## src/verilog/regCore_params.svh

```systemverilog
`ifndef REGCORE_PARAMS_SVH
`define REGCORE_PARAMS_SVH

// core sizing for the stack-machine register side

// data path
`define REG_DATA_W 16                 // one register word

// register file
`define REG_IDX_W  4                  // register select bits
`define REG_COUNT  16                 // entries, 2**REG_IDX_W

// instruction word
`define INSTR_W    16                 // opcode, idxA, idxB/imm
`define IMM_W      8                  // low byte, zero-extended on use

// field positions inside the instruction word
// opcode sits above idxA, idxA above idxB
// the immediate overlaps idxB and the low nibble below it
// so ADDI/LDI cannot name a second register

`endif

```

## src/verilog/regCorePkg.sv

```systemverilog
`include "regCore_params.svh"

package regCorePkg;

	// one-hot phase strobes, fetch is the msb
	typedef struct packed {
		logic fetch;                          // instr latched at end of this cycle
		logic decode;                         // dec valid
		logic execute;                        // port enables high
		logic commit;                         // write-back bus valid
	} phase_t;

	// register cycle kind, names follow load/update/read per port
	typedef enum logic [3:0] {
		NONE    = 4'd0,                       // no register traffic
		LDA_RDB = 4'd1,                       // A written, B read
		LDA_UPB = 4'd2,                       // both written
		RDA_UPB = 4'd3,                       // A read, B written
		LDA_IMM = 4'd4,                       // A from immediate
		UPA_RDB = 4'd5,                       // A read-modify-write with B
		UPA_IMM = 4'd6                        // A read-modify-write with imm
	} regSeq_t;

	typedef enum logic [2:0] {
		PASS_B        = 3'd0,                 // A <- B
		ADD           = 3'd1,
		SUB           = 3'd2,
		AND           = 3'd3,
		PASS_IMM      = 3'd4,                 // A <- imm
		ADD_IMM       = 3'd5,
		A_PLUS_B_TO_B = 3'd6,                 // B <- A+B
		SWAP          = 3'd7                  // A <- B, B <- A
	} aluOp_t;

	typedef struct packed {
		regSeq_t                 seq;
		aluOp_t                  op;
		logic [`REG_IDX_W-1:0]   idxA;
		logic [`REG_IDX_W-1:0]   idxB;
		logic [`IMM_W-1:0]       imm;
	} decoded_t;

	typedef struct packed {
		logic aEn;                            // port A read during EXECUTE
		logic aWen;                           // port A write during COMMIT
		logic bEn;
		logic bWen;
	} portCtl_t;

	typedef struct packed {
		logic                    aWen;
		logic [`REG_IDX_W-1:0]   aIdx;
		logic [`REG_DATA_W-1:0]  aData;
		logic                    bWen;
		logic [`REG_IDX_W-1:0]   bIdx;
		logic [`REG_DATA_W-1:0]  bData;
	} writeBack_t;

endpackage

```

## src/verilog/phaseSequencer.sv

```systemverilog
`timescale 1ns/1ns

// four phase timebase with one cycle per phase
module phaseSequencer (
	input  logic               CLK,
	input  logic               RESET,
	output regCorePkg::phase_t phase
);

	logic [3:0] ringQ;                        // fetch, decode, execute, commit

	always_ff @(posedge CLK or posedge RESET) begin
		if (RESET) begin
			ringQ <= 4'b1000;                     // fetch first
		end else begin
			ringQ <= {ringQ[0], ringQ[3:1]};      // rotate toward commit and wrap to fetch
		end
	end

	// field order of phase_t matches the ring bits
	assign phase.fetch   = ringQ[3];
	assign phase.decode  = ringQ[2];
	assign phase.execute = ringQ[1];
	assign phase.commit  = ringQ[0];

endmodule

```

## src/verilog/opxDecoder.sv

```systemverilog
`timescale 1ns/1ns
`include "regCore_params.svh"

// latches the instruction word and splits it into register sequence and ALU op
module opxDecoder (
	input  logic                   CLK,
	input  logic                   RESET,
	input  regCorePkg::phase_t     phase,
	input  logic [`INSTR_W-1:0]    instr,
	output regCorePkg::decoded_t   dec
);

	localparam int OpcodeW = 4;

	localparam logic [OpcodeW-1:0] OpNop  = 4'd0;
	localparam logic [OpcodeW-1:0] OpMov  = 4'd1;
	localparam logic [OpcodeW-1:0] OpAdd  = 4'd2;
	localparam logic [OpcodeW-1:0] OpSub  = 4'd3;
	localparam logic [OpcodeW-1:0] OpAnd  = 4'd4;
	localparam logic [OpcodeW-1:0] OpLdi  = 4'd5;
	localparam logic [OpcodeW-1:0] OpAddi = 4'd6;
	localparam logic [OpcodeW-1:0] OpSwap = 4'd7;
	localparam logic [OpcodeW-1:0] OpStb  = 4'd8;
	localparam logic [OpcodeW-1:0] OpAddb = 4'd9;

	logic [`INSTR_W-1:0] instrQ;             // held from end of FETCH to next FETCH end
	logic [OpcodeW-1:0]  opcode;

	always_ff @(posedge CLK or posedge RESET) begin
		if (RESET) begin
			instrQ <= '0;                         // decodes as NOP
		end else if (phase.fetch) begin
			instrQ <= instr;
		end
	end

	assign opcode = instrQ[`INSTR_W-1 -: OpcodeW];

	// operand fields, imm overlaps idxB
	assign dec.idxA = instrQ[`INSTR_W-OpcodeW-1 -: `REG_IDX_W];
	assign dec.idxB = instrQ[`INSTR_W-OpcodeW-`REG_IDX_W-1 -: `REG_IDX_W];
	assign dec.imm  = instrQ[`IMM_W-1:0];

	always_comb begin
		dec.seq = regCorePkg::NONE;             // unused opcodes write nothing
		dec.op  = regCorePkg::PASS_B;
		case (opcode)
			OpNop: begin
				dec.seq = regCorePkg::NONE;
			end
			OpMov: begin
				dec.seq = regCorePkg::LDA_RDB;
				dec.op  = regCorePkg::PASS_B;
			end
			OpAdd, OpSub, OpAnd: begin
				dec.seq = regCorePkg::UPA_RDB;
				dec.op  = (opcode == OpAdd) ? regCorePkg::ADD :
				          (opcode == OpSub) ? regCorePkg::SUB : regCorePkg::AND;
			end
			OpLdi: begin
				dec.seq = regCorePkg::LDA_IMM;
				dec.op  = regCorePkg::PASS_IMM;
			end
			OpAddi: begin
				dec.seq = regCorePkg::UPA_IMM;
				dec.op  = regCorePkg::ADD_IMM;
			end
			OpSwap: begin
				dec.seq = regCorePkg::LDA_UPB;
				dec.op  = regCorePkg::SWAP;
			end
			OpStb: begin
				dec.seq = regCorePkg::RDA_UPB;      // only B written, so swap yields B <- A
				dec.op  = regCorePkg::SWAP;
			end
			OpAddb: begin
				dec.seq = regCorePkg::RDA_UPB;
				dec.op  = regCorePkg::A_PLUS_B_TO_B;
			end
			default: begin
				dec.seq = regCorePkg::NONE;         // 10..15
			end
		endcase
	end

endmodule

```

## src/verilog/registerSequencer.sv

```systemverilog
`timescale 1ns/1ns

// per-code port enable table, timed by the phase strobes
module registerSequencer (
	input  logic                   CLK,
	input  logic                   RESET,
	input  regCorePkg::phase_t     phase,
	input  regCorePkg::regSeq_t    seq,
	output regCorePkg::portCtl_t   ctl
);

	regCorePkg::portCtl_t seqCtl;            // table output, not yet timed

	// field order aEn, aWen, bEn, bWen
	always_comb begin
		case (seq)
			regCorePkg::NONE: begin
				seqCtl = 4'b0000;
			end
			regCorePkg::LDA_RDB: begin
				seqCtl = 4'b1110;                   // B read, A loaded
			end
			regCorePkg::LDA_UPB: begin
				seqCtl = 4'b1111;                   // both sides swap
			end
			regCorePkg::RDA_UPB: begin
				seqCtl = 4'b1011;
			end
			regCorePkg::LDA_IMM: begin
				seqCtl = 4'b1100;
			end
			regCorePkg::UPA_RDB: begin
				seqCtl = 4'b1110;
			end
			regCorePkg::UPA_IMM: begin
				seqCtl = 4'b1100;
			end
			default: begin
				seqCtl = 4'b0000;
			end
		endcase
	end

	always_ff @(posedge CLK or posedge RESET) begin
		if (RESET) begin
			ctl <= '0;
		end else begin
			ctl.aEn  <= phase.decode & seqCtl.aEn;   // high through EXECUTE
			ctl.bEn  <= phase.decode & seqCtl.bEn;
			ctl.aWen <= phase.execute & seqCtl.aWen; // high through COMMIT
			ctl.bWen <= phase.execute & seqCtl.bWen;
		end
	end

endmodule

```

## src/verilog/registerFile.sv

```systemverilog
`timescale 1ns/1ns
`include "regCore_params.svh"

// 16 word array, two read/write ports
module registerFile (
	input  logic                     CLK,
	input  logic                     RESET,
	input  regCorePkg::portCtl_t     ctl,
	input  logic [`REG_IDX_W-1:0]    idxA,
	input  logic [`REG_IDX_W-1:0]    idxB,
	input  regCorePkg::writeBack_t   wb,
	output logic [`REG_DATA_W-1:0]   opA,
	output logic [`REG_DATA_W-1:0]   opB
);

	logic [`REG_DATA_W-1:0] regs [`REG_COUNT];

	// operands only driven while the port is enabled
	assign opA = ctl.aEn ? regs[idxA] : '0;
	assign opB = ctl.bEn ? regs[idxB] : '0;

	always_ff @(posedge CLK or posedge RESET) begin
		if (RESET) begin
			for (int i = 0; i < `REG_COUNT; i++) begin
				regs[i] <= '0;
			end
		end else begin
			if (wb.bWen) begin
				regs[wb.bIdx] <= wb.bData;
			end
			if (wb.aWen) begin
				regs[wb.aIdx] <= wb.aData;          // last assignment, A wins on same index
			end
		end
	end

endmodule

```

## src/verilog/execUnit.sv

```systemverilog
`timescale 1ns/1ns
`include "regCore_params.svh"

// forms write-back data from the latched operands
module execUnit (
	input  logic                     CLK,
	input  logic                     RESET,
	input  regCorePkg::portCtl_t     ctl,
	input  regCorePkg::decoded_t     dec,
	input  logic [`REG_DATA_W-1:0]   opA,
	input  logic [`REG_DATA_W-1:0]   opB,
	output regCorePkg::writeBack_t   wb
);

	logic [`REG_DATA_W-1:0] opAQ;            // captured at end of EXECUTE
	logic [`REG_DATA_W-1:0] opBQ;
	logic [`REG_DATA_W-1:0] immExt;
	logic [`REG_DATA_W-1:0] sumAB;

	// enables are only high during EXECUTE
	always_ff @(posedge CLK or posedge RESET) begin
		if (RESET) begin
			opAQ <= '0;
			opBQ <= '0;
		end else if (ctl.aEn | ctl.bEn) begin
			opAQ <= opA;                          // zero when port A idle
			opBQ <= opB;
		end
	end

	assign immExt = {{(`REG_DATA_W-`IMM_W){1'b0}}, dec.imm};
	assign sumAB  = opAQ + opBQ;              // wraps mod 2**16

	always_comb begin
		case (dec.op)
			regCorePkg::PASS_B:   wb.aData = opBQ;
			regCorePkg::ADD:      wb.aData = sumAB;
			regCorePkg::SUB:      wb.aData = opAQ - opBQ;
			regCorePkg::AND:      wb.aData = opAQ & opBQ;
			regCorePkg::PASS_IMM: wb.aData = immExt;
			regCorePkg::ADD_IMM:  wb.aData = opAQ + immExt;
			regCorePkg::SWAP:     wb.aData = opBQ;
			default:              wb.aData = opAQ;
		endcase
	end

	// port B only ever takes A or A+B
	assign wb.bData = (dec.op == regCorePkg::A_PLUS_B_TO_B) ? sumAB : opAQ;

	// indices and strobes go straight through
	assign wb.aIdx = dec.idxA;
	assign wb.bIdx = dec.idxB;
	assign wb.aWen = ctl.aWen;
	assign wb.bWen = ctl.bWen;

endmodule

```

## src/verilog/regCore.sv

```systemverilog
`timescale 1ns/1ns
`include "regCore_params.svh"

// register side of the stack-machine core
module regCore (
	input  logic                     CLK,
	input  logic                     RESET,
	input  logic [`INSTR_W-1:0]      instr,
	output logic                     instrTake,
	output regCorePkg::writeBack_t   wb
);

	regCorePkg::phase_t     phase;
	regCorePkg::decoded_t   dec;
	regCorePkg::portCtl_t   ctl;
	logic [`REG_DATA_W-1:0] opA;
	logic [`REG_DATA_W-1:0] opB;

	// driver may change instr once it sees this at an edge
	assign instrTake = phase.fetch;

	phaseSequencer phaseSeq (
		.CLK   (CLK),
		.RESET (RESET),
		.phase (phase)
	);

	opxDecoder opxDec (
		.CLK   (CLK),
		.RESET (RESET),
		.phase (phase),
		.instr (instr),
		.dec   (dec)
	);

	registerSequencer regSeq (
		.CLK   (CLK),
		.RESET (RESET),
		.phase (phase),
		.seq   (dec.seq),
		.ctl   (ctl)
	);

	registerFile regFile (
		.CLK   (CLK),
		.RESET (RESET),
		.ctl   (ctl),
		.idxA  (dec.idxA),
		.idxB  (dec.idxB),
		.wb    (wb),                           // written at end of COMMIT
		.opA   (opA),
		.opB   (opB)
	);

	execUnit exec (
		.CLK   (CLK),
		.RESET (RESET),
		.ctl   (ctl),
		.dec   (dec),
		.opA   (opA),
		.opB   (opB),
		.wb    (wb)
	);

endmodule

```

## config.mk

```make
export PLATFORM = sky130hd
export DESIGN_NAME = regCore
export DESIGN_NICKNAME = d
export VERILOG_FILES = /design/src/verilog/regCorePkg.sv /design/src/verilog/phaseSequencer.sv /design/src/verilog/opxDecoder.sv /design/src/verilog/registerSequencer.sv /design/src/verilog/registerFile.sv /design/src/verilog/execUnit.sv /design/src/verilog/regCore.sv
export VERILOG_INCLUDE_DIRS = /design/src /design/src/verilog
export SDC_FILE = /design/constraint.sdc
export NUM_CORES = 1
export LEC_CHECK = 0
export BUFFER_PORTS_ARGS = -buffer_cell sky130_fd_sc_hd__clkbuf_2
export CAP_MARGIN = 20
export CORE_MARGIN = 1
export CORE_UTILIZATION = 44
export CTS_BUF_LIST = sky130_fd_sc_hd__clkbuf_16
export CTS_CLUSTER_DIAMETER = 200
export DETAILED_ROUTE_END_ITERATION = 7
export PLACE_DENSITY = 0.58
export SETUP_SLACK_MARGIN = 0.15
export SYNTH_ARGS = -nofsm -noshare
export SYNTH_HDL_FRONTEND = slang
export SYNTH_SLANG_ARGS = --single-unit
```

## constraint.sdc

```tcl
create_clock -name CLK -period 22.2 [get_ports CLK]
set_input_delay 4.44 -clock CLK [delete_from_list [all_inputs] [get_ports CLK]]
set_output_delay 4.44 -clock CLK [all_outputs]
set_load 0.01 [all_outputs]
```

## Word-level counts from Yosys, hierarchy flattened

Cells that the tools add are included.

| word-level totals | value |
|---|---|
| bits in registers | 312 |
| output and inout port bits | 43 |

| operators by class | value |
|---|---|
| $add $sub $neg | 3 |
| muxes and demuxes | 23 |
| magnitude comparators | 4 |
| reduce and logical (&&, ||, !) cells | 9 |
| bitwise operators | 8 |
| equal/unequal tests | 22 |

Operators with widths:

| operator | number |
|---|---|
| $bwmux W256 | 2 |
| $mux W256 | 2 |
| $mux W16 | 9 |
| $bmux W16 S4 | 2 |
| $demux W16 S4 | 2 |
| $pmux W16 S6 | 1 |
| $eq A3 B3 Y1 const B | 7 |
| $pmux W3 S6 | 1 |
| $add A16 B16 Y16 | 1 |
| $add A16 B8 Y16 | 1 |
| $and A16 B16 Y16 | 1 |
| $eq A4 B3 Y1 const B | 4 |
| $pmux W4 S4 | 1 |
| $sub A16 B16 Y16 | 1 |
| $pmux W3 S5 | 1 |
| $eq A3 B2 Y1 const B | 4 |
| $ge A5 B5 Y1 const B | 2 |
| $lt A5 B1 Y1 const B | 2 |
| $not A4 Y5 | 2 |
| $reduce_or A2 Y1 | 5 |
| $eq A4 B2 Y1 const B | 2 |
| $eq A4 B4 Y1 const B | 2 |
| $eq A3 B1 Y1 const B | 2 |
| $and A1 B1 Y1 | 4 |
| other kinds (7) | 8 |

## Longest topological paths before layout

Gate-level depths: netlist of the first run.

| depth | value |
|---|---|
| depth in word-level cells | 10 |
| gate-level depth with buffers | 17 |
| mapped depth without buffers | 15 |

## By module

From an unflattened synthesis of the first run, not the netlist that was laid out.

| unflattened totals | value |
|---|---|
| cell total of the unflattened synthesis | 2203 |
| area total of the unflattened synthesis | 21361.7 µm² |

By module, submodules not included:

| module | area an instance (µm²) | cells each | instances |
|---|---|---|---|
| registerFile | 16404.5 | 1636 | 1 |
| execUnit | 3852.4 | 478 | 1 |
| opxDecoder | 828.3 | 70 | 1 |
| registerSequencer | 171.4 | 14 | 1 |
| phaseSequencer | 105.1 | 5 | 1 |

## Worst setup path before layout of the first run

Ideal clock, no wire load.

| path | value |
|---|---|
| path type | register -> output |
| from | register opxDec.instrQ[12] |
| to | output port wb[31] (netlist name) |
| data arrival time | 3759 ps |
| stages on the path, launching flop included | 17 |
| path slack | 14001 ps |
| cells stage by stage | dfrtp_1 > buf_2 > nor4bb_1 > clkbuf_1 > clkbuf_1 > o21ai_0 > ha_1 > fa_1 > a21o_1 > a21oi_1 > o211ai_1 > a31oi_1 > xor2_1 > nor2_1 > o32ai_2 > buf_2 > inv_1 |

RTL lines:

| what | RTL line | RTL |
|---|---|---|
| from (decl) | opxDecoder.sv:26 | `` logic [`INSTR_W-1:0] instrQ; `` |
| from (signal assigned) | opxDecoder.sv:33 | `instrQ <= instr;` |
| to (decl) | regCore.sv:10 | `output regCorePkg::writeBack_t wb` |

==> impl_metrics.ini, run 1 <==
[clocking]
cts_buffer_depth = 3
cts_resized = 0
postCtsHoldBufs = 0
cts_tree = yes
htree_levels = 2
cts_buffers = 38
cts_setup_buffers = 0
clock_sinks = 312
clk_latency_ns = 0.59
root_buffer = clkbuf_16
clk_pin_slew_ns = 0.05

[placed_design]
hpwl_um = 51300
placed_cells = 2747
io_buffers = 60
gp_congestion = 0.955

[detailed_routing]
wire_per_inst_um = 27.3
vias = 18800
drtIter0Drc = 2495
route.detailed.drc = 0
via_per_inst = 6.70
ant_nets = 0
finalWirelength_um = 76800
first_pass_iters = 6

[logic_synthesis]
yosys_warnings = 0
synth_edf_count = 0
syn-cell-area_mm2 = 0.0211
yosys.area.top_type = dfrtp_1
synth-main-ff-cell = dfrtp_1
synthTopCellsByArea = dfrtp_1 37%, mux4_2 17%, o21ai_0 7.6%
synth_seq_area_share_pct = 37.0
yosysTopAreaCellShare_pct = 36.9
synth_seq_cells = 312
syn_area_per_cell_um2 = 9.45
syn-instance-count = 2232
yosysUniqueCellTypes = 83
postSynth.asyncResetShare_pct = 100
syn_nets = 2285

[setup_path]
critical_path_class = flip-flop to output port
critPathMaxStageDelay_ns = 0.99
critPathMostFrequentCell = o21ai_0
cp-start-kind = flip-flop
path_cells = nor4bb_4 -> buf_6 -> o21ai_0 -> ha_1 -> fa_1 -> a21o_1 -> a21oi_1 -> o21ai_0 -> o41ai_1 -> xnor2_1 -> nor2_1 -> o32ai_4 -> inv_1 -> clkbuf_2
rrSetupSlack_ns = 17.24
cp_top_family = compound AO/OA/AOI/OAI gates
cp_slowest_cell = dfrtp_1
path_depth = 14
endpoint_kind = output port
crit_arrival_ns = 5.36
cp_max_fo = 32
worstPathRequired_ns = 17.76
cp.buffers_inverters = 3
reg2reg_depth = 12

[timing]
post-route-min-period_ns = 9.80
setup_viol = 0
fmax_mhz = 102
max_slew.worst_pin.slew_ns = 1.25
fin_skew_ns = 0.0414
final_hold_viol_count = 0
relSlewSlack_pct = 16.5
slew_viol_final = 0
fin_crit_sh_pct = 44.1
setup_tns_ns = 0
rsz0062_at_grt = false

[floorplan]
core-area_mm2 = 0.0470
rows = 79
die_y_um = 221
start_util_pct = 44.9
io_pins = 61
die-area_mm2 = 0.0488
fp.dieW_um = 221

[finish]
num_antenna_cells = 0
layout.cells.non_filler = 2813
fin_nets = 2241
drive_above_1_share_pct = 18.8
syn_to_final_growth_pct = 9.14

[worst_hold_path]
hold_path_class = flip-flop to flip-flop
holdPathStages = 0

[global_route]
antenna_found_initial = 0
grt_max_degree = 121
overflow = 0
grt_pass1_wl_um = 116000
grtUsageMet2_pct = 49.2
gr-usage-met1_pct = 42.9
grt_usage_pct = 31.4
grt_busiest_layer = met2
grt_pass1_vias = 17800
grtUsageMet3_pct = 6.16

[power]
pwr_density_cell_mw_per_mm2 = 50.3
leakage_nw = 9.29
max-vdd-ir-drop_mv = 0.0539

[outcome]
status = finished, final reports clean

[flow_run]
drv_cap = 0
per-layer routing:
| metal | vias to the layer above | wire length (um) |
|---|---|---|
| met4 | 0 | 2980 |
| met3 | 199 | 6800 |
| met5 | - | 0 |
| met1 | 9439 | 31200 |
| met2 | 1020 | 35700 |
| li1 | 8182 | - |
worst paths after layout:
check / from / to
max: opxDec.instrQ[13] / wb[29]
min: phaseSeq.phase[0] / phaseSeq.phase[3]
max reg2reg: opxDec.instrQ[13] / regFile.regs[175]
min reg2reg: phaseSeq.phase[0] / phaseSeq.phase[3]
max in group asynchronous: RESET / regFile.regs[69]
min in group asynchronous: RESET / opxDec.instrQ[3]
sequential cells by signal, summed over array words and instances, names as in the netlist:
register	cells
opxDec.instrQ	16
exec.opAQ	16
regFile.regs	256
exec.opBQ	16
regSeq.ctl	4
phaseSeq.phase	4
cell usage after synthesis (all sizes together), types with 11 or more instances:
library cell	n
buf	60
xor2	12
o21ai	331
inv	38
o31ai	13
xnor2	16
a211o	50
nor3	20
a21o	13
nand2	270
mux2i	11
nand3	18
o211ai	70
o2bb2ai	16
mux2	22
a21oi	120
clkbuf	156
mux4	160
nand2b	40
nor2	232
o22ai	81
dfrtp	311
ha	33
cell families (layout without fill, tap and decap cells):
group | count (synthesis) | after routing | synth area share, %
xor gates and xnor gates | 28 | 28 | 1.16
buffers and inverters | 255 | 229 | 4.99
muxes | 193 | 193 | 18.8
AOI/OAI and AO/OA | 763 | 763 | 22.6
adders and majority gates | 35 | 35 | 2.15
and+or+nand+nor | 646 | 646 | 13.3
DFF | 312 | 312 | 37.0
area by class of cell:
class / instances / area [um^2]
fill: 4406 / 23900
timing repair buffer: 132 / 878
clock buffer: 38 / 951
inverter: 39 / 154
tap: 607 / 759
sequential: 312 / 7830
clock inverter: 20 / 136
multi-input combinational: 1665 / 12300
worst register-to-register path, delay by kind of cell, from the launching register on:
family                   cells  cell delay, ns
AO/OA/AOI/OAI                7            2.21
adder cells (fa/ha/maj)      1            0.32
buffers and inverters        1            0.25
flip-flops                   1            0.99
multiplexers                 1            0.39
AND/OR/NAND/NOR              2            0.67
report_power, final:
part | switching (W) | internal [W]
sequential | 0 | 0.000569
clock | 0.000256 | 0.000320
combinational | 0.0000122 | 0.00000146
cells in the final DEF (no fill, tap or decap), types with 16 or more instances in the layout:
| cell | netlist | routed |
|---|---|---|
| nand3_1 | 18 | 17 |
| dfrtp_1 | 311 | 305 |
| clkbuf_16 | 0 | 38 |
| nand2_1 | 270 | 270 |
| o2bb2ai_1 | 16 | 16 |
| o21ai_0 | 322 | 322 |
| a21oi_1 | 120 | 120 |
| ha_1 | 33 | 33 |
| inv_1 | 38 | 44 |
| o211ai_1 | 68 | 68 |
| buf_4 | 11 | 64 |
| clkbuf_2 | 0 | 60 |
| a211o_1 | 50 | 50 |
| mux4_2 | 160 | 160 |
| mux2_2 | 22 | 22 |
| o22ai_1 | 80 | 80 |
| nor2_1 | 232 | 220 |
| nand2b_1 | 40 | 40 |
| xnor2_1 | 16 | 16 |
stage by stage:
step           utilization, %  hold WS, ns  power [W]  instance area [um^2]  setup slack [ns]
6_report                 49.0        0.353    0.00116                 23000             12.40
5_1_grt                  49.0        0.364    0.00119                 23000             12.13
4_1_cts                  48.8        0.358    0.00117                 22900             11.91
3_5_place_dp             46.5        0.337   0.000594                 21800             12.49
3_3_place_gp             46.5        0.340   0.000594                 21800             12.56
2_1_floorplan               -        0.333   0.000588                 21100              9.13
Power figures use the tool's default switching activity.
==> run 2: changes to the inputs <==
Settings changed: PLACE_DENSITY 0.58 to 0.6.
Clock period 22.2 ns to 7.9 ns, I/O delays scaled along.
==> run 2 against run 1 <==
  * Clock power increased to 2.8 times the previous value
  * Global-route usage increased by 0.33 points
  * Critical path depth increased by 1
  * Sequential cell count unchanged
  * Cell area about the same
  * Cell count increased by 0.18%
  * Total power increased to 2.8 times the previous value
  * First-iteration DRC count decreased by 2.4%
  * Utilization about the same
  * Clock skew decreased by 0.011 ns
  * Combinational power increased to 3.0 times the previous value
==> impl_metrics.ini, run 2 (synthesis gave the netlist of run 1 again) <==
[outcome]
status = finished, final reports clean

[timing]
fin_crit_sh_pct = 81.9
setup_viol = 0
fmax_mhz = 155
relSlewSlack_pct = 22.2
whs_ns = 0.352
fin_skew_ns = 0.0302
post-route-min-period_ns = 6.47
setup_tns_ns = 0
final_hold_viol_count = 0
max_slew.worst_pin.slew_ns = 1.16
rsz0062_at_grt = false
slew_viol_final = 0

[worst_hold_path]
hold_path_class = flip-flop to flip-flop
holdPathEnd = phaseSeq.phase[3]
hold_path_startpoint = phaseSeq.phase[0]
holdPathStages = 0

[setup_path]
endpoint_kind = output port
cp.buffers_inverters = 4
r2r_start = opxDec.instrQ[14]
crit_arrival_ns = 4.89
path_cells = nor4bb_4 -> buf_4 -> o21ai_0 -> ha_1 -> fa_1 -> a21o_1 -> a21oi_1 -> o211ai_1 -> a31oi_1 -> xor2_1 -> nor2_1 -> o32ai_2 -> buf_4 -> inv_1 -> clkbuf_2
cp-start-kind = flip-flop
critPathMaxStageDelay_ns = 0.87
path_depth = 15
critical_path_class = flip-flop to output port
cp_max_fo = 24
reg2reg_to = regFile.regs[15]
rrSetupSlack_ns = 3.16
reg2reg_depth = 12
worstPathRequired_ns = 6.32
critPathMostFrequentCell = buf_4
cp_slowest_cell = dfrtp_1
cp_top_family = compound AO/OA/AOI/OAI gates

[finish]
drive_above_1_share_pct = 19.0
design_area_mm2 = 0.0230
fin_nets = 2237
multiInputGateArea_mm2 = 0.0123
largest-register = regFile.regs
largest_register_ffs = 256
final_cell_mix = 322 x o21ai_0, 306 x dfrtp_1, 270 x nand2_1
syn_to_final_growth_pct = 9.12
final_common_cell = o21ai_0
nFillCells = 4395
register_area_mm2 = 0.00783
num_antenna_cells = 0

[global_route]
grt_pass1_wl_um = 118000
overflow = 0
grt_usage_pct = 31.7
grt_pass1_vias = 18100
antenna_found_initial = 2
grt_max_degree = 134

[power]
p_comb_share_pct = 1.3
internal-power_w = 0.00250
p_switching_w = 0.000774
pwr_density_cell_mw_per_mm2 = 142
swShare_pct = 23.6
seqPwrFrac_pct = 48.8
max-vdd-ir-drop_mv = 0.114
p_clk_share_pct = 49.9
leakage_nw = 9.34

[floorplan]
io_pins = 61
fp.dieW_um = 221
start_util_pct = 44.9
core-area_mm2 = 0.0470
rows = 79
die_y_um = 221
die-area_mm2 = 0.0488

[clocking]
cts_tree = yes
cts_buffers = 38
clk_latency_ns = 0.58
cts_resized = 0
root_buffer = clkbuf_16
postCtsHoldBufs = 0
cts_setup_buffers = 0
cts_buffer_depth = 3
htree_levels = 2
clk_pin_slew_ns = 0.06
clock_sinks = 312

[placed_design]
hpwl_um = 51300
io_buffers = 60
gp_congestion = 0.933
placed_cell_area_mm2 = 0.0219

[flow_run]
drv_cap = 0

[detailed_routing]
drtIter0Drc = 2436
finalWirelength_um = 77500
vias = 18900
route.detailed.drc = 0
wire_per_inst_um = 27.5
via_per_inst = 6.69
ant_nets = 0
first_pass_iters = 6
-- run 2: cell count changes in the layout (fill, tap and decap cells not counted), moves of 2 or more --
| cell | change |
|---|---|
| buf_8 | -2 |
| nor3_2 | +2 |
| buf_4 | +2 |
| clkinv_1 | -5 |
| inv_1 | +6 |
| nor3_1 | -2 |
| clkinv_2 | +9 |
| buf_6 | -6 |
-- run 2: power groups by stage --
stage / Sequential (W) / Clock (W) / Combinational, W
global placement: 0.00163 / 0 / 0.0000408
finish: 0.00160 / 0.00164 / 0.0000412
floorplan: 0.00163 / 0 / 0.0000234
global route: 0.00160 / 0.00171 / 0.0000479
CTS: 0.00160 / 0.00166 / 0.0000417
detailed placement: 0.00163 / 0 / 0.0000417
-- run 2: worst max path at each step --
stage                                 start            to  slack [ns]
after CTS                 opxDec.instrQ[14]        wb[31]        1.46
after floorplan                       RESET  exec.opAQ[0]        2.17
after global placement    opxDec.instrQ[14]        wb[27]        2.02
after global routing      opxDec.instrQ[14]        wb[31]        1.18
after detailed placement  opxDec.instrQ[14]        wb[31]        2.09
final                     opxDec.instrQ[14]        wb[31]        1.43
-- run 2: per-stage QoR --
step                instances  utilization [%]  setup WS, ns  power (W)
floorplan                2232                -          2.17    0.00165
global placement         2749             46.6          2.02    0.00167
detailed placement       2750             46.6          2.09    0.00167
CTS                      2817             49.0          1.46    0.00330
global route             2818             49.0          1.18    0.00336
finish                   2818             49.0          1.43    0.00327
-- run 2: worst reg2reg max path: stages (launching register included) --
cell      delay, ns
dfrtp_1        0.87
nor4bb_4       0.32
buf_4          0.30
mux2_2         0.40
ha_1           0.31
a211oi_2       0.26
o211ai_2       0.19
a41oi_2        0.32
o31ai_2        0.16
nor2_1         0.09
or4b_1         0.51
a41oi_4        0.65
o22ai_1        0.23
-- run 2: cell type report --
cell class | count | area share, %
clock inverter | 28 | 0.609
clock buffer | 39 | 4.24
inverter | 39 | 0.652
tap | 607 | 3.30
sequential | 312 | 34.0
multi-input combinational | 1665 | 53.5
timing repair buffer | 128 | 3.66
-- run 2: layer usage --
| layer | up-vias | track usage [%] | wire length, um |
|---|---|---|---|
| li1 | 8171 | - | - |
| met1 | 9514 | 43.8 | 31500 |
| met2 | 1024 | 49.9 | 36100 |
| met3 | 152 | 6.96 | 7760 |
| met4 | 2 | 9.88 | 2170 |
| met5 | - | 0 | 10 |
==> run 3: changes to the inputs <==
Settings changed: PLACE_DENSITY 0.6 to 0.58.
Clock period 7.9 ns to 6.3 ns, I/O delays scaled along.
==> run 3 against run 2 <==
  * Critical path depth increased by 1
  * Total power increased by 27%
  * Via count rose by 0.41%
  * Combinational power is 20% higher
  * Routed wire length up 3.4%
  * Non-clock buffer count increased by 10
  * Cell area is 0.55% higher
  * Register-to-register slack worse by 1.3 ns
  * First-iteration DRC count shrank 5.4%
  * Global-route usage rose by 1.2 points
  * Clock power rose by 28%
  * Sequential cell count did not move
  * Critical path type unchanged
  * Largest cell class unchanged
  * Largest power group unchanged
==> impl_metrics.ini, run 3 (synthesis gave the netlist of run 1 again) <==
[outcome]
status = finished, final reports clean

[floorplan]
start_util_pct = 44.9
core-area_mm2 = 0.0470
fp.dieW_um = 221
rows = 79
die_y_um = 221
io_pins = 61
die-area_mm2 = 0.0488

[timing]
slew_viol_final = 0
relSlewSlack_pct = 21.6
fin_skew_ns = 0.0412
rsz0062_at_grt = false
final_hold_viol_count = 0
post-route-min-period_ns = 5.78
max_slew.worst_pin.slew_ns = 1.17
fin_crit_sh_pct = 91.8
setup_viol = 0
setup_tns_ns = 0
whs_ns = 0.355
fmax_mhz = 173

[finish]
fin_nets = 2248
syn_to_final_growth_pct = 9.72
finalCoreUtilization_pct = 49.3
nFillCells = 4330
largest_register_ffs = 256
register_area_mm2 = 0.00783
largest-register = regFile.regs
design_area_mm2 = 0.0231
drive_above_1_share_pct = 19.2
multiInputGateArea_mm2 = 0.0123
final_cell_mix = 322 x o21ai_0, 304 x dfrtp_1, 270 x nand2_1
final_common_cell = o21ai_0

[clocking]
root_buffer = clkbuf_16
clk_latency_ns = 0.59
htree_levels = 2
postCtsHoldBufs = 0
cts_setup_buffers = 0
clock_sinks = 312
cts_buffer_depth = 3
cts_buffers = 39
cts_resized = 0
cts_tree = yes
clk_pin_slew_ns = 0.06

[power]
max-vdd-ir-drop_mv = 0.171
pwr_density_cell_mw_per_mm2 = 179
leakage_nw = 9.37

[setup_path]
endpoint_kind = output port
cp-start-kind = flip-flop
cp_max_fo = 24
crit_arrival_ns = 4.52
critical_path_class = flip-flop to output port
worstPathRequired_ns = 5.04

[global_route]
grt_max_degree = 128
grt_usage_pct = 32.9
grt_pass1_wl_um = 121000
overflow = 0
antenna_found_initial = 3
grt_pass1_vias = 18500

[worst_hold_path]
hold_path_class = flip-flop to flip-flop

[detailed_routing]
route.detailed.drc = 0
ant_nets = 0
finalWirelength_um = 80200
via_per_inst = 6.70
drtIter0Drc = 2304
wire_per_inst_um = 28.3
first_pass_iters = 6
vias = 18900

[placed_design]
placed_cell_area_mm2 = 0.0220
gp_congestion = 0.980
hpwl_um = 53900
io_buffers = 60

[flow_run]
drv_cap = 0
[run 3: changes by cell type in the layout (fill, tap and decap cells not counted), moves of 2 or more]
cell      before  now
clkinv_2      11    4
buf_6          0    2
dfrtp_2        1    3
buf_8          0    3
inv_1         50   48
dfrtp_1      306  304
clkinv_1       3   10
buf_4         66   71
[run 3: path summary, 6_finish.rpt]
kind                                      to  depth (start not counted)  slack, ns         startpoint
min reg2reg                phaseSeq.phase[3]                          0       0.36  phaseSeq.phase[0]
min in group asynchronous       exec.opBQ[2]                          3       0.81              RESET
max in group asynchronous       exec.opAQ[7]                          4       4.33              RESET
min                        phaseSeq.phase[3]                          0       0.36  phaseSeq.phase[0]
max                                   wb[29]                         16       0.52  opxDec.instrQ[14]
max reg2reg                 regFile.regs[47]                         14       1.86       exec.opBQ[5]
[run 3: area by class of cell]
class | instances | share of cell area [%]
well taps | 607 | 3.28
diodes | 1 | 0.0108
clock buffers | 39 | 4.22
flip-flops and latches | 312 | 33.8
clock inverters | 28 | 0.697
multi-input cells | 1665 | 53.3
repair buffers | 138 | 4.07
inverters | 39 | 0.649
[run 3: routing by layer]
metal	wire [um]	vias to the layer above	track usage [%]
li1	-	8199	-
met1	31900	9435	43.8
met2	36100	1092	50.1
met5	8	-	0
met3	8580	213	8.50
met4	3600	2	15.7
[run 3: critical path, cell delays in order (launching register included)]
cell and delay [ns]:
dfrtp_1 0.32, buf_4 0.28, nor4bb_4 0.25, buf_4 0.30
o21ai_0 0.13, ha_1 0.26, fa_1 0.46, a21o_1 0.20
a21oi_1 0.26, o21ai_0 0.17, o41ai_1 0.33, xnor2_1 0.16
nor2_1 0.08, o32ai_4 0.21, buf_4 0.27, inv_1 0.11
clkbuf_2 0.14
[run 3: where the power goes]
group,internal [W],switching (W)
combinational,0.00000678,0.0000427
clock,0.00116,0.000937
sequential,0.00200,0
total,0.00317,0.000979
[run 3: stage by stage]
stage / setup slack, ns / instances / power [W]
after detailed placement: 1.00 / 2757 / 0.00209
after floorplan: 0.886 / 2232 / 0.00207
after global placement: 1.02 / 2755 / 0.00209
final: 0.518 / 2829 / 0.00415
after global routing: 0.194 / 2828 / 0.00424
after CTS: 0.391 / 2824 / 0.00417
